**config.mk**
```make
export PLATFORM = sky130hd
export DESIGN_NAME = shift_conv_top
export DESIGN_NICKNAME = d
export VERILOG_FILES = /design/src/common/shift_conv_pkg.sv /design/src/design/conv_job_ctrl.sv /design/src/design/shift_conv_top.sv /design/src/design/window_accumulator.sv /design/src/shift_buffer/axis_shift_buffer.sv
export SDC_FILE = /design/constraint.sdc
export NUM_CORES = 2
export LEC_CHECK = 0
export ABC_AREA = 1
export BUFFER_PORTS_ARGS = -buffer_cell sky130_fd_sc_hd__buf_2
export CAP_MARGIN = 20
export CORE_AREA = 2 2 359 361
export DETAILED_ROUTE_END_ITERATION = 10
export DIE_AREA = 0 0 361 363
export PLACE_DENSITY_LB_ADDON = 0.3
export SKIP_LAST_GASP = 1
export SLEW_MARGIN = 25
export SYNTH_ARGS = -nofsm -noshare
export SYNTH_HDL_FRONTEND = slang
export SYNTH_SLANG_ARGS = --single-unit
```
**constraint.sdc**
```tcl
create_clock -name aclk -period 13.7 [get_ports aclk]
set_clock_uncertainty 0.15 [all_clocks]
set_input_delay 2.055 -clock aclk [delete_from_list [all_inputs] [get_ports aclk]]
set_output_delay 2.055 -clock aclk [all_outputs]
set_load 0.01 [all_outputs]
```
**src/common/shift_conv_pkg.sv**
```systemverilog
package shift_conv_pkg;

    // how the windows of one block combine into a result
    typedef enum logic [0:0] {
        POOL_SUM = 1'b0,
        POOL_MAX = 1'b1
    } pool_mode_e;

    // input side job sequencing
    typedef enum logic [1:0] {
        IDLE      = 2'd0,
        RUN       = 2'd1,
        WAIT_DONE = 2'd2
    } job_state_e;

    // width of the channel and block counters
    localparam int CNT_WIDTH = 8;

endpackage

```
**src/design/conv_job_ctrl.sv**
```systemverilog
`timescale 1ns/1ns

module conv_job_ctrl import shift_conv_pkg::*; #(
    parameter int DATA_WIDTH   = 16,
    parameter int CONV_UNITS   = 8,
    parameter int KERNEL_H_MAX = 5
) (
    input  logic                                              aclk,
    input  logic                                              arst_n,
    input  logic                                              start,
    input  logic [$clog2(KERNEL_H_MAX + 1)-1:0]               kernel_h_1,
    input  logic [CNT_WIDTH-1:0]                              cin_1,
    input  logic [CNT_WIDTH-1:0]                              blocks_1,
    input  pool_mode_e                                        pool_mode,
    input  logic                                              relu_en,
    input  logic [DATA_WIDTH*(CONV_UNITS+KERNEL_H_MAX-1)-1:0] in_data,
    input  logic                                              in_valid,
    output logic                                              in_ready,
    output logic [DATA_WIDTH*(CONV_UNITS+KERNEL_H_MAX-1)-1:0] beat_data,
    output logic                                              beat_valid,
    output logic                                              beat_first,
    output logic                                              beat_last,
    input  logic                                              beat_ready,
    output logic [$clog2(KERNEL_H_MAX + 1)-1:0]               job_kh_1,
    output pool_mode_e                                        job_mode,
    output logic                                              job_relu,
    output logic                                              last_block,
    input  logic                                              job_end,
    output logic                                              done
);

    localparam int IN_ROWS  = CONV_UNITS + KERNEL_H_MAX - 1;
    localparam int KH_WIDTH = $clog2(KERNEL_H_MAX + 1);

    job_state_e           state;
    logic [CNT_WIDTH-1:0] cin_lim;
    logic [CNT_WIDTH-1:0] blocks_lim;
    logic [CNT_WIDTH-1:0] cin_cnt;
    logic [CNT_WIDTH-1:0] blk_cnt;
    logic                 beat_accept;
    logic                 final_blk;

    // input only flows while a job is running
    assign beat_data   = in_data[DATA_WIDTH*IN_ROWS-1:0];
    assign beat_valid  = in_valid && (state == RUN);
    assign in_ready    = beat_ready && (state == RUN);
    assign beat_accept = beat_valid && beat_ready;

    assign beat_first = (cin_cnt == '0);
    assign beat_last  = (cin_cnt == cin_lim);
    assign final_blk  = (blk_cnt == blocks_lim);

    assign done = (state == WAIT_DONE) && job_end;

    always_ff @(posedge aclk or negedge arst_n) begin
        if (!arst_n) begin
            state      <= IDLE;
            cin_lim    <= '0;
            blocks_lim <= '0;
            cin_cnt    <= '0;
            blk_cnt    <= '0;
            job_kh_1   <= '0;
            job_mode   <= POOL_SUM;
            job_relu   <= 1'b0;
            last_block <= 1'b0;
        end else begin
            case (state)
                IDLE: begin
                    if (start) begin
                        job_kh_1   <= kernel_h_1;
                        cin_lim    <= cin_1;
                        blocks_lim <= blocks_1;
                        job_mode   <= pool_mode;
                        job_relu   <= relu_en;
                        cin_cnt    <= '0;
                        blk_cnt    <= '0;
                        last_block <= 1'b0;
                        state      <= RUN;
                    end
                end
                RUN: begin
                    if (beat_accept) begin
                        // rises only once the previous block has fully drained
                        if (beat_first && final_blk) begin
                            last_block <= 1'b1;
                        end
                        if (beat_last) begin
                            cin_cnt <= '0;
                            if (final_blk) begin
                                state <= WAIT_DONE;
                            end else begin
                                blk_cnt <= blk_cnt + 1'b1;
                            end
                        end else begin
                            cin_cnt <= cin_cnt + 1'b1;
                        end
                    end
                end
                WAIT_DONE: begin
                    if (job_end) begin
                        last_block <= 1'b0;
                        state      <= IDLE;
                    end
                end
                default: state <= IDLE;
            endcase
        end
    end

    a_start_in_idle: assert property (
        @(posedge aclk) disable iff (!arst_n) start |-> (state == IDLE)
    );

    a_kernel_h_range: assert property (
        @(posedge aclk) disable iff (!arst_n)
        (start && state == IDLE) |-> (kernel_h_1 < KH_WIDTH'(KERNEL_H_MAX))
    );

endmodule

```
**src/design/shift_conv_top.sv**
```systemverilog
`timescale 1ns/1ns

module shift_conv_top import shift_conv_pkg::*; #(
    parameter int DATA_WIDTH   = 16,
    parameter int CONV_UNITS   = 8,
    parameter int KERNEL_H_MAX = 5,
    parameter int ACC_WIDTH    = 24
) (
    input  logic                                              aclk,
    input  logic                                              arst_n,
    input  logic                                              start,
    input  logic [$clog2(KERNEL_H_MAX + 1)-1:0]               kernel_h_1,
    input  logic [CNT_WIDTH-1:0]                              cin_1,
    input  logic [CNT_WIDTH-1:0]                              blocks_1,
    input  pool_mode_e                                        pool_mode,
    input  logic                                              relu_en,
    output logic                                              done,
    input  logic [DATA_WIDTH*(CONV_UNITS+KERNEL_H_MAX-1)-1:0] in_data,
    input  logic                                              in_valid,
    output logic                                              in_ready,
    output logic [ACC_WIDTH*CONV_UNITS-1:0]                   out_data,
    output logic                                              out_valid,
    input  logic                                              out_ready,
    output logic                                              out_last
);

    localparam int IN_ROWS  = CONV_UNITS + KERNEL_H_MAX - 1;
    localparam int KH_WIDTH = $clog2(KERNEL_H_MAX + 1);

    // ctrl to shift buffer
    logic [DATA_WIDTH*IN_ROWS-1:0] beat_data;
    logic                          beat_valid;
    logic                          beat_ready;
    logic                          beat_first;
    logic                          beat_last;
    logic [KH_WIDTH-1:0]           job_kh_1;

    // shift buffer to accumulator
    logic [DATA_WIDTH*CONV_UNITS-1:0] win_data;
    logic                             win_valid;
    logic                             win_ready;
    logic                             win_first;
    logic                             win_last;

    // job settings and end of job
    pool_mode_e job_mode;
    logic       job_relu;
    logic       last_block;
    logic       job_end;

    conv_job_ctrl #(
        .DATA_WIDTH   (DATA_WIDTH),
        .CONV_UNITS   (CONV_UNITS),
        .KERNEL_H_MAX (KERNEL_H_MAX)
    ) ctrl_i (
        .aclk       (aclk),
        .arst_n     (arst_n),
        .start      (start),
        .kernel_h_1 (kernel_h_1),
        .cin_1      (cin_1),
        .blocks_1   (blocks_1),
        .pool_mode  (pool_mode),
        .relu_en    (relu_en),
        .in_data    (in_data),
        .in_valid   (in_valid),
        .in_ready   (in_ready),
        .beat_data  (beat_data),
        .beat_valid (beat_valid),
        .beat_first (beat_first),
        .beat_last  (beat_last),
        .beat_ready (beat_ready),
        .job_kh_1   (job_kh_1),
        .job_mode   (job_mode),
        .job_relu   (job_relu),
        .last_block (last_block),
        .job_end    (job_end),
        .done       (done)
    );

    axis_shift_buffer #(
        .DATA_WIDTH   (DATA_WIDTH),
        .CONV_UNITS   (CONV_UNITS),
        .KERNEL_H_MAX (KERNEL_H_MAX)
    ) shift_buf_i (
        .aclk       (aclk),
        .arst_n     (arst_n),
        .job_kh_1   (job_kh_1),
        .beat_data  (beat_data),
        .beat_valid (beat_valid),
        .beat_first (beat_first),
        .beat_last  (beat_last),
        .beat_ready (beat_ready),
        .win_data   (win_data),
        .win_valid  (win_valid),
        .win_first  (win_first),
        .win_last   (win_last),
        .win_ready  (win_ready)
    );

    window_accumulator #(
        .DATA_WIDTH (DATA_WIDTH),
        .CONV_UNITS (CONV_UNITS),
        .ACC_WIDTH  (ACC_WIDTH)
    ) acc_i (
        .aclk       (aclk),
        .arst_n     (arst_n),
        .job_mode   (job_mode),
        .job_relu   (job_relu),
        .last_block (last_block),
        .win_data   (win_data),
        .win_valid  (win_valid),
        .win_first  (win_first),
        .win_last   (win_last),
        .win_ready  (win_ready),
        .out_data   (out_data),
        .out_valid  (out_valid),
        .out_last   (out_last),
        .out_ready  (out_ready),
        .job_end    (job_end)
    );

endmodule

```
**src/design/window_accumulator.sv**
```systemverilog
`timescale 1ns/1ns

module window_accumulator import shift_conv_pkg::*; #(
    parameter int DATA_WIDTH = 16,
    parameter int CONV_UNITS = 8,
    parameter int ACC_WIDTH  = 24
) (
    input  logic                           aclk,
    input  logic                           arst_n,
    input  pool_mode_e                     job_mode,
    input  logic                           job_relu,
    input  logic                           last_block,
    input  logic [DATA_WIDTH*CONV_UNITS-1:0] win_data,
    input  logic                           win_valid,
    input  logic                           win_first,
    input  logic                           win_last,
    output logic                           win_ready,
    output logic [ACC_WIDTH*CONV_UNITS-1:0] out_data,
    output logic                           out_valid,
    output logic                           out_last,
    input  logic                           out_ready,
    output logic                           job_end
);

    logic signed [ACC_WIDTH-1:0] acc      [CONV_UNITS];
    logic signed [ACC_WIDTH-1:0] win_word [CONV_UNITS];
    logic signed [ACC_WIDTH-1:0] acc_next [CONV_UNITS];
    logic                        win_xfer;
    logic                        out_xfer;

    // windows wait while a result is pending
    assign win_ready = !out_valid;
    assign win_xfer  = win_valid && win_ready;
    assign out_xfer  = out_valid && out_ready;

    always_comb begin
        for (int u = 0; u < CONV_UNITS; u++) begin
            win_word[u] = ACC_WIDTH'($signed(win_data[u*DATA_WIDTH +: DATA_WIDTH]));
            if (win_first) begin
                acc_next[u] = win_word[u];
            end else if (job_mode == POOL_SUM) begin
                acc_next[u] = acc[u] + win_word[u];
            end else begin
                acc_next[u] = (win_word[u] > acc[u]) ? win_word[u] : acc[u];
            end
        end
    end

    always_ff @(posedge aclk) begin
        if (win_xfer) begin
            for (int u = 0; u < CONV_UNITS; u++) begin
                acc[u] <= acc_next[u];
            end
        end
        if (win_xfer && win_last) begin
            for (int u = 0; u < CONV_UNITS; u++) begin
                // relu clamps negatives
                if (job_relu && (acc_next[u] < 0)) begin
                    out_data[u*ACC_WIDTH +: ACC_WIDTH] <= '0;
                end else begin
                    out_data[u*ACC_WIDTH +: ACC_WIDTH] <= acc_next[u];
                end
            end
        end
    end

    always_ff @(posedge aclk or negedge arst_n) begin
        if (!arst_n) begin
            out_valid <= 1'b0;
            out_last  <= 1'b0;
            job_end   <= 1'b0;
        end else begin
            job_end <= out_xfer && out_last;
            if (win_xfer && win_last) begin
                out_valid <= 1'b1;
                out_last  <= last_block;
            end else if (out_xfer) begin
                out_valid <= 1'b0;
                out_last  <= 1'b0;
            end
        end
    end

    a_out_hold: assert property (
        @(posedge aclk) disable iff (!arst_n)
        (out_valid && !out_ready) |=> out_valid
    );

endmodule

```
**src/shift_buffer/axis_shift_buffer.sv**
```systemverilog
`timescale 1ns/1ns

module axis_shift_buffer #(
    parameter int DATA_WIDTH   = 16,
    parameter int CONV_UNITS   = 8,
    parameter int KERNEL_H_MAX = 5
) (
    input  logic                                              aclk,
    input  logic                                              arst_n,
    input  logic [$clog2(KERNEL_H_MAX + 1)-1:0]               job_kh_1,
    input  logic [DATA_WIDTH*(CONV_UNITS+KERNEL_H_MAX-1)-1:0] beat_data,
    input  logic                                              beat_valid,
    input  logic                                              beat_first,
    input  logic                                              beat_last,
    output logic                                              beat_ready,
    output logic [DATA_WIDTH*CONV_UNITS-1:0]                  win_data,
    output logic                                              win_valid,
    output logic                                              win_first,
    output logic                                              win_last,
    input  logic                                              win_ready
);

    localparam int IN_ROWS  = CONV_UNITS + KERNEL_H_MAX - 1;
    localparam int KH_WIDTH = $clog2(KERNEL_H_MAX + 1);

    logic [DATA_WIDTH*IN_ROWS-1:0] buf_data;
    logic                          buf_full;
    logic                          buf_first;
    logic                          buf_last;
    logic [KH_WIDTH-1:0]           shift_idx;
    logic                          last_shift;
    logic                          beat_accept;
    logic                          win_xfer;

    assign last_shift  = (shift_idx == job_kh_1);
    assign win_valid   = buf_full;
    assign win_xfer    = win_valid && win_ready;

    // a new beat may land on the same edge the final window leaves
    assign beat_ready  = !buf_full || (win_ready && last_shift);
    assign beat_accept = beat_valid && beat_ready;

    assign win_first = buf_first && (shift_idx == '0);
    assign win_last  = buf_last && last_shift;

    // unit u sees row u + s of the held beat
    always_comb begin
        for (int u = 0; u < CONV_UNITS; u++) begin
            win_data[u*DATA_WIDTH +: DATA_WIDTH] =
                buf_data[(u + int'(shift_idx))*DATA_WIDTH +: DATA_WIDTH];
        end
    end

    always_ff @(posedge aclk) begin
        if (beat_accept) begin
            buf_data <= beat_data;
        end
    end

    always_ff @(posedge aclk or negedge arst_n) begin
        if (!arst_n) begin
            buf_full  <= 1'b0;
            buf_first <= 1'b0;
            buf_last  <= 1'b0;
            shift_idx <= '0;
        end else begin
            if (beat_accept) begin
                buf_full  <= 1'b1;
                buf_first <= beat_first;
                buf_last  <= beat_last;
                shift_idx <= '0;
            end else if (win_xfer) begin
                if (last_shift) begin
                    buf_full  <= 1'b0;
                    shift_idx <= '0;
                end else begin
                    shift_idx <= shift_idx + 1'b1;
                end
            end
        end
    end

    a_win_stable: assert property (
        @(posedge aclk) disable iff (!arst_n)
        (win_valid && !win_ready) |=> $stable(win_data)
    );

endmodule

```
* Word-level counts from Yosys, hierarchy flattened *
Memory sizes are Yosys's and may differ from the RTL's.
Cells that the tools add are included.

cells by class
  eq/ne operators = 12
  multiplexer cells = 54
  add/subtract/negate cells = 18
  order comparisons = 16
  shift operators = 8
  reductions and logical operators = 37

operator list
  cell                   number
  $shiftx A192 B9 Y16    7
  $mux W24               24
  $add A24 B16 Y24       8
  $gt A16 B24 Y1         8
  $lt A24 B1 Y1 const B  8
  $shiftx A192 B8 Y16    1
  $mux W8                6
  $pmux W8 S2            2
  $logic_and A1 B1 Y1    20
  $add A3 B3 Y4 const A  4
  $add A8 B1 Y8 const B  2
  $eq A8 B8 Y1           2
  $reduce_and A5 Y1      3
  $mux W1                12
  $mux W2                5
  $mux W3                3
  $add A2 B3 Y4 const A  2
  $logic_not A8 Y1       1
  $ne A2 B1 Y1 const B   4
  $reduce_bool A2 Y1     4
  $ne A2 B2 Y1 const B   3
  $pmux W2 S3            1
  $add A1 B3 Y4 const A  1
  $reduce_and A2 Y1      2
  11 further kinds       12

word-level totals
  output and inout port bits = 196
  logic and storage cells = 171
  register bits after elaboration = 433
  memory bits (writable) = 192
  input bits = 218
  memories kept = 1

memory list
  name       words  width  rd ports  clocked after Yosys merged registers in  wr ports  RTL line                  text
  acc_i.acc  8      24     8         0                                        8         window_accumulator.sv:25  logic signed [ACC_WIDTH-1:0] acc [CONV_UNITS];

* Longest topological paths before layout *
  word-level depth = 8
  depth in mapped cells = 31
  depth with buffers taken out = 28

* Hierarchy *
From an unflattened synthesis, not the netlist that was laid out.

second synthesis, totals
  cells, all modules = 7258
  area, all modules = 51912.3 um^2

by module, submodules not included
  module              instances  seq. area each (um^2)  cells each  area each (um^2)
  window_accumulator  1          11606.1                5477        37083.1
  axis_shift_buffer   1          5915.7                 1312        11116.9
  conv_job_ctrl       1          1001.0                 469         3712.3

* Least setup slack after synthesis *
OpenSTA, ideal clock, no wires.

  path kind = register -> register
  start point = reg shift_buf_i.shift_idx[1]
  end point = reg acc_i.out_valid
  arrival time = 14919 ps
  slack = -1534 ps
  clock period less this slack = 15234 ps
  data required time = 13385 ps
  buffers on the path = 1
  library setup time = 165 ps
  stages on the path, launching flop included = 6
  cell sequence = dfrtp_1 buf_4 xnor2_1 nand3_1 nor3_1 o21bai_1

on the way
  longest elaborated chain between the ends = 4
  elaborated cells on any way between the ends = 5
  classes of those cells = 1 x eq/ne; 1 x mux; 3 x reduce/logical

ends and longest elaborated chain
  what                                           RTL line                  text
  start, declared                                axis_shift_buffer.sv:30   logic [KH_WIDTH-1:0] shift_idx;
  start signal, assigned                         axis_shift_buffer.sv:77   shift_idx <= shift_idx + 1'b1;
  $eq A3 B3 Y1 (*)                               axis_shift_buffer.sv:35   assign last_shift = (shift_idx == job_kh_1);
  $logic_and A1 B1 Y1 (*)                        axis_shift_buffer.sv:44   assign win_last = buf_last && last_shift;
  $logic_and A1 B1 Y1 (*)                        window_accumulator.sv:74  if (win_xfer && win_last) begin
  $mux W1 or $reduce_bool A2 Y1 (tied branches)  -
  end signal, assigned                           window_accumulator.sv:69  out_valid <= 1'b0;
  end signal, assigned                           window_accumulator.sv:75  out_valid <= 1'b1;
  end signal, assigned                           window_accumulator.sv:78  out_valid <= 1'b0;
  end, declared                                  window_accumulator.sv:19  output logic out_valid,

Every way passes the cells marked *; elsewhere a longest branch is shown, timed or not.
A chain may end at the register's enable or synchronous reset.

* Worst setup path after layout *
  start point = reg shift_buf_i.shift_idx[0]
  end point = reg acc_i.out_data[159] (data pin)

on the way
  longest elaborated chain between the ends = 8
  elaborated cells on any way between the ends = 11
  classes of those cells = 2 x add/sub; 2 x order compare; 1 x shift; 3 x mux; 3 x reduce/logical

ends and longest elaborated chain
  what                           RTL line                  text
  $add A3 B3 Y4                  axis_shift_buffer.sv:50   buf_data[(u + int'(shift_idx))*DATA_WIDTH +: DATA_WIDTH];
  $shiftx A192 B9 Y16            axis_shift_buffer.sv:50
  $gt A16 B24 Y1                 window_accumulator.sv:44  acc_next[u] = (win_word[u] > acc[u]) ? win_word[u] : acc[u];
  $mux W24                       window_accumulator.sv:44
  $mux W24                       window_accumulator.sv:41  end else if (job_mode == POOL_SUM) begin
  $mux W24 (*)                   window_accumulator.sv:39  if (win_first) begin
  $lt A24 B1 Y1                  window_accumulator.sv:58  if (job_relu && (acc_next[u] < 0)) begin
  $logic_and A1 B1 Y1            window_accumulator.sv:58
  end signal, assigned by index  window_accumulator.sv:61  out_data[u*ACC_WIDTH +: ACC_WIDTH] <= acc_next[u];
  end, declared                  window_accumulator.sv:18  output logic [ACC_WIDTH*CONV_UNITS-1:0] out_data,

Marked as above.

==> flow_metrics.py <==
metrics = {
    "floorplanning": {
        "io_pins": 414,
        "core-area_um2": 127000,
        "floorplan.initialDensity_pct": 39.7,
        "row_count": 131,
        "die_height_um": 363,
        "die_w_um": 361,
        "die_area_um2": 131000,
    },
    "critical_path": {
        "reg2reg_slack_ns": 6.62,
        "reg2reg_depth": 19,
        "crit_start": "shift_buf_i.shift_idx[0]",
        "r2r-start": "shift_buf_i.shift_idx[0]",
        "r2r-end": "acc_i.out_data[159]",
        "cp-start-kind": "flop",
        "setup.worst_path.end": "acc_i.out_data[159]",
        "required_ns": 14.00,
        "critical_path_class": "reg -> reg",
        "cp.arrival_ns": 7.38,
        "worst_setup_path_end_kind": "flop",
        "path_max_fanout": 78,
    },
    "drt": {
        "routedWlPerCell_um": 21.2,
        "drt_first_pass_iters": 9,
        "num_vias": 47400,
        "routed_wl_um": 186000,
        "routed-wl-met3_um": 17200,
        "route.detailed.drc": 0,
        "via_per_inst": 5.39,
        "wl_met2_um": 78800,
        "routed.top_layer": "met5",
        "initialDrtViolationCount": 5049,
        "ant_nets": 0,
        "wl_met1_um": 82700,
    },
    "sta": {
        "slew_headroom_pct": 27.5,
        "worst_pin_slew_ns": 1.09,
        "post-route-min-period_ns": 7.08,
        "fin_hold_ws_ns": 0.353,
        "period_share_pct": 51.7,
        "hold_viol_final": 0,
        "final_max_slew_viol_count": 0,
        "setup_viol": 0,
        "fmax_mhz": 141,
        "fin_tns_setup_ns": 0,
        "grt_setup_unrepaired": "no",
    },
    "logic_synthesis": {
        "synth-compound-area-share_pct": 14.3,
        "syn-num-nets": 7441,
        "synth_top_cell_by_area": "edfxtp_1",
        "avgSynthCellArea_um2": 7.45,
        "synth.area.mux_share_pct": 0.635,
        "synth_area_um2": 50400,
        "yosys_warnings": 0,
        "synth_top_family_by_area": "simple AND/OR/NAND/NOR gates",
        "yosys.area_share.simple_pct": 25.7,
        "synth_xor_area_share_pct": 0.869,
        "netlist_top_cells_area": "edfxtp_1 34%, nand2_1 14%, ha_1 11%",
        "synth-seq-cells": 625,
        "synthCells": 6765,
        "synth_edf_count": 576,
        "synthAdderAreaFrac_pct": 11.5,
        "synth_ff_type": "edfxtp_1",
        "synth_common_cells": "1832 x nand2_1, 1029 x inv_1, 576 x edfxtp_1, 504 x a21oi_1, 463 x nand3_1",
        "synth_top_area_share_pct": 34.3,
        "synth.distinct_cells": 62,
        "async_reset_ff_share_pct": 7.84,
        "yosysSeqAreaShare_pct": 36.7,
        "synthMostInstantiatedCell": "nand2_1",
    },
    "flow_run": {
        "cap_violations": 0,
    },
    "cts": {
        "cts_tree": "yes",
        "root_buffer": "clkbuf_16",
        "ctsHoldBuffers": 0,
        "cts-resized-gates": 0,
        "h-tree-depth": 3,
        "cts_buffers": 77,
        "cts_sinks": 625,
        "path_clk_slew_ns": 0.06,
        "insertion_delay_ns": 0.72,
        "post_cts_buffers": 0,
        "clock_path_buffers": 3,
    },
    "placed_design": {
        "dp_hpwl_um": 145000,
        "gp_congestion": 1.02,
        "portBuffers": 413,
    },
    "finish": {
        "utilization_pct": 44.4,
        "fin_nets": 7734,
        "drive_gt1_share_pct": 11.2,
        "n_fill_cell": 13000,
        "syn_to_final_growth_pct": 11.8,
    },
    "global_routing": {
        "grt_pass1_wl_um": 277000,
        "grt_usage_pct": 27.8,
        "first_global_vias": 44000,
        "grt_antenna_before_repair": 14,
        "grt_max_degree": 133,
        "grt-ovfl-total": 0,
    },
    "run_status": {
        "status": "finished, final reports clean",
    },
    "worst_hold_path": {
        "hold_path_class": "reg -> reg",
        "hold_path.startpoint": "ctrl_i.blocks_lim[1]",
    },
}
[metal layers]
metal | GRT usage (%) | vias to the layer above
met5 | 0 | -
met3 | 6.06 | 340
met4 | 10.5 | 16
li1 | - | 22800
met2 | 41.5 | 2015
met1 | 39.1 | 22200
[final cells by class]
cell class / count / area [µm²] / area share, %
multi-input combinational: 4855 / 26700 / 47.4
sequential: 625 / 18500 / 32.9
clock inverter: 54 / 649 / 1.15
antenna: 7 / 17.5 / 0.0311
timing repair buffer: 449 / 2410 / 4.29
tap: 1662 / 2080 / 3.69
clock buffer: 88 / 1970 / 3.49
inverter: 1050 / 3970 / 7.04
[critical path, cell delays in order, from the launching register on]
cell and delay (ns):
dfrtp_4 0.71, inv_4 0.59, buf_4 0.74, o21ai_0 0.25, o21ai_0 0.66, o22ai_1 0.48
ha_1 0.50, nand2_1 0.09, nor2_1 0.20, nand2_1 0.10, nor4_1 0.29, nand2_1 0.12
nand3_1 0.55, buf_4 0.36, nand2_1 0.08, nand3_1 0.08, nand3_1 0.11, nand2_2 0.33
nand2_2 0.18, and2_1 0.20
[through the flow]
stage               setup slack, ns  cells  area (µm²)
finish                         6.62   8790       56400
global route                   6.19   8785       56300
CTS                            6.73   8782       56300
detailed placement             6.75   8640       53700
global placement               6.81   8639       53700
floorplan                      4.55   6765       50400
[registers in the layout (all words and copies together) (netlist names)]
name / flops
ctrl_i.blocks_lim: 8
shift_buf_i.buf_last: 1
shift_buf_i.shift_idx: 3
acc_i.job_end: 1
shift_buf_i.buf_data: 192
ctrl_i.state: 2
acc_i.out_last: 1
acc_i.acc: 192
acc_i.out_valid: 1
shift_buf_i.buf_first: 1
ctrl_i.cin_cnt: 8
ctrl_i.cin_lim: 8
ctrl_i.job_mode: 1
ctrl_i.blk_cnt: 8
ctrl_i.job_relu: 1
acc_i.out_data: 192
shift_buf_i.win_valid: 1
ctrl_i.job_kh_1: 3
ctrl_i.last_block: 1
[worst min path at each step]
stage / depth (start not counted) / slack (ns) / end
6_report: 2 / 0.35 / ctrl_i.blocks_lim[1]
5_1_grt: 2 / 0.37 / ctrl_i.blocks_lim[1]
4_1_cts: 2 / 0.36 / ctrl_i.cin_lim[0]
3_5_place_dp: 2 / 0.34 / ctrl_i.blocks_lim[1]
3_3_place_gp: 2 / 0.34 / ctrl_i.cin_lim[0]
2_1_floorplan: 2 / 0.29 / shift_buf_i.buf_first
[kinds of logic (layout without fill, tap and decap cells)]
kind of cell,Yosys count,in the layout
DFF,625,625
and+or+nand+nor,3042,3042
AOI/OAI and AO/OA,1273,1273
other,0,7
xor gates and xnor gates,50,50
adders and majority gates,458,458
buffers and inverters,1285,1641
muxes,32,32
[layout by cell type, fill, tap and decap left out, drive strengths merged, types with 8 or more instances in the layout]
| master | count |
|---|---|
| a21boi | 26 |
| a21o | 24 |
| a21oi | 565 |
| a31oi | 10 |
| and2 | 13 |
| buf | 449 |
| bufinv | 9 |
| clkbuf | 88 |
| clkinv | 30 |
| clkinvlp | 10 |
| dfrtp | 49 |
| edfxtp | 576 |
| fa | 8 |
| ha | 450 |
| inv | 1055 |
| mux2i | 32 |
| nand2 | 1857 |
| nand3 | 474 |
| nand4 | 94 |
| nor2 | 444 |
| nor3 | 66 |
| nor4 | 11 |
| o211ai | 47 |
| o21a | 20 |
| o21ai | 482 |
| o21bai | 38 |
| o22ai | 34 |
| o31ai | 10 |
| or2 | 72 |
| xnor2 | 20 |
| xor2 | 30 |
Power is not shown: default switching activity piles up to over one toggle a cycle in this logic, so the estimate is an artifact.
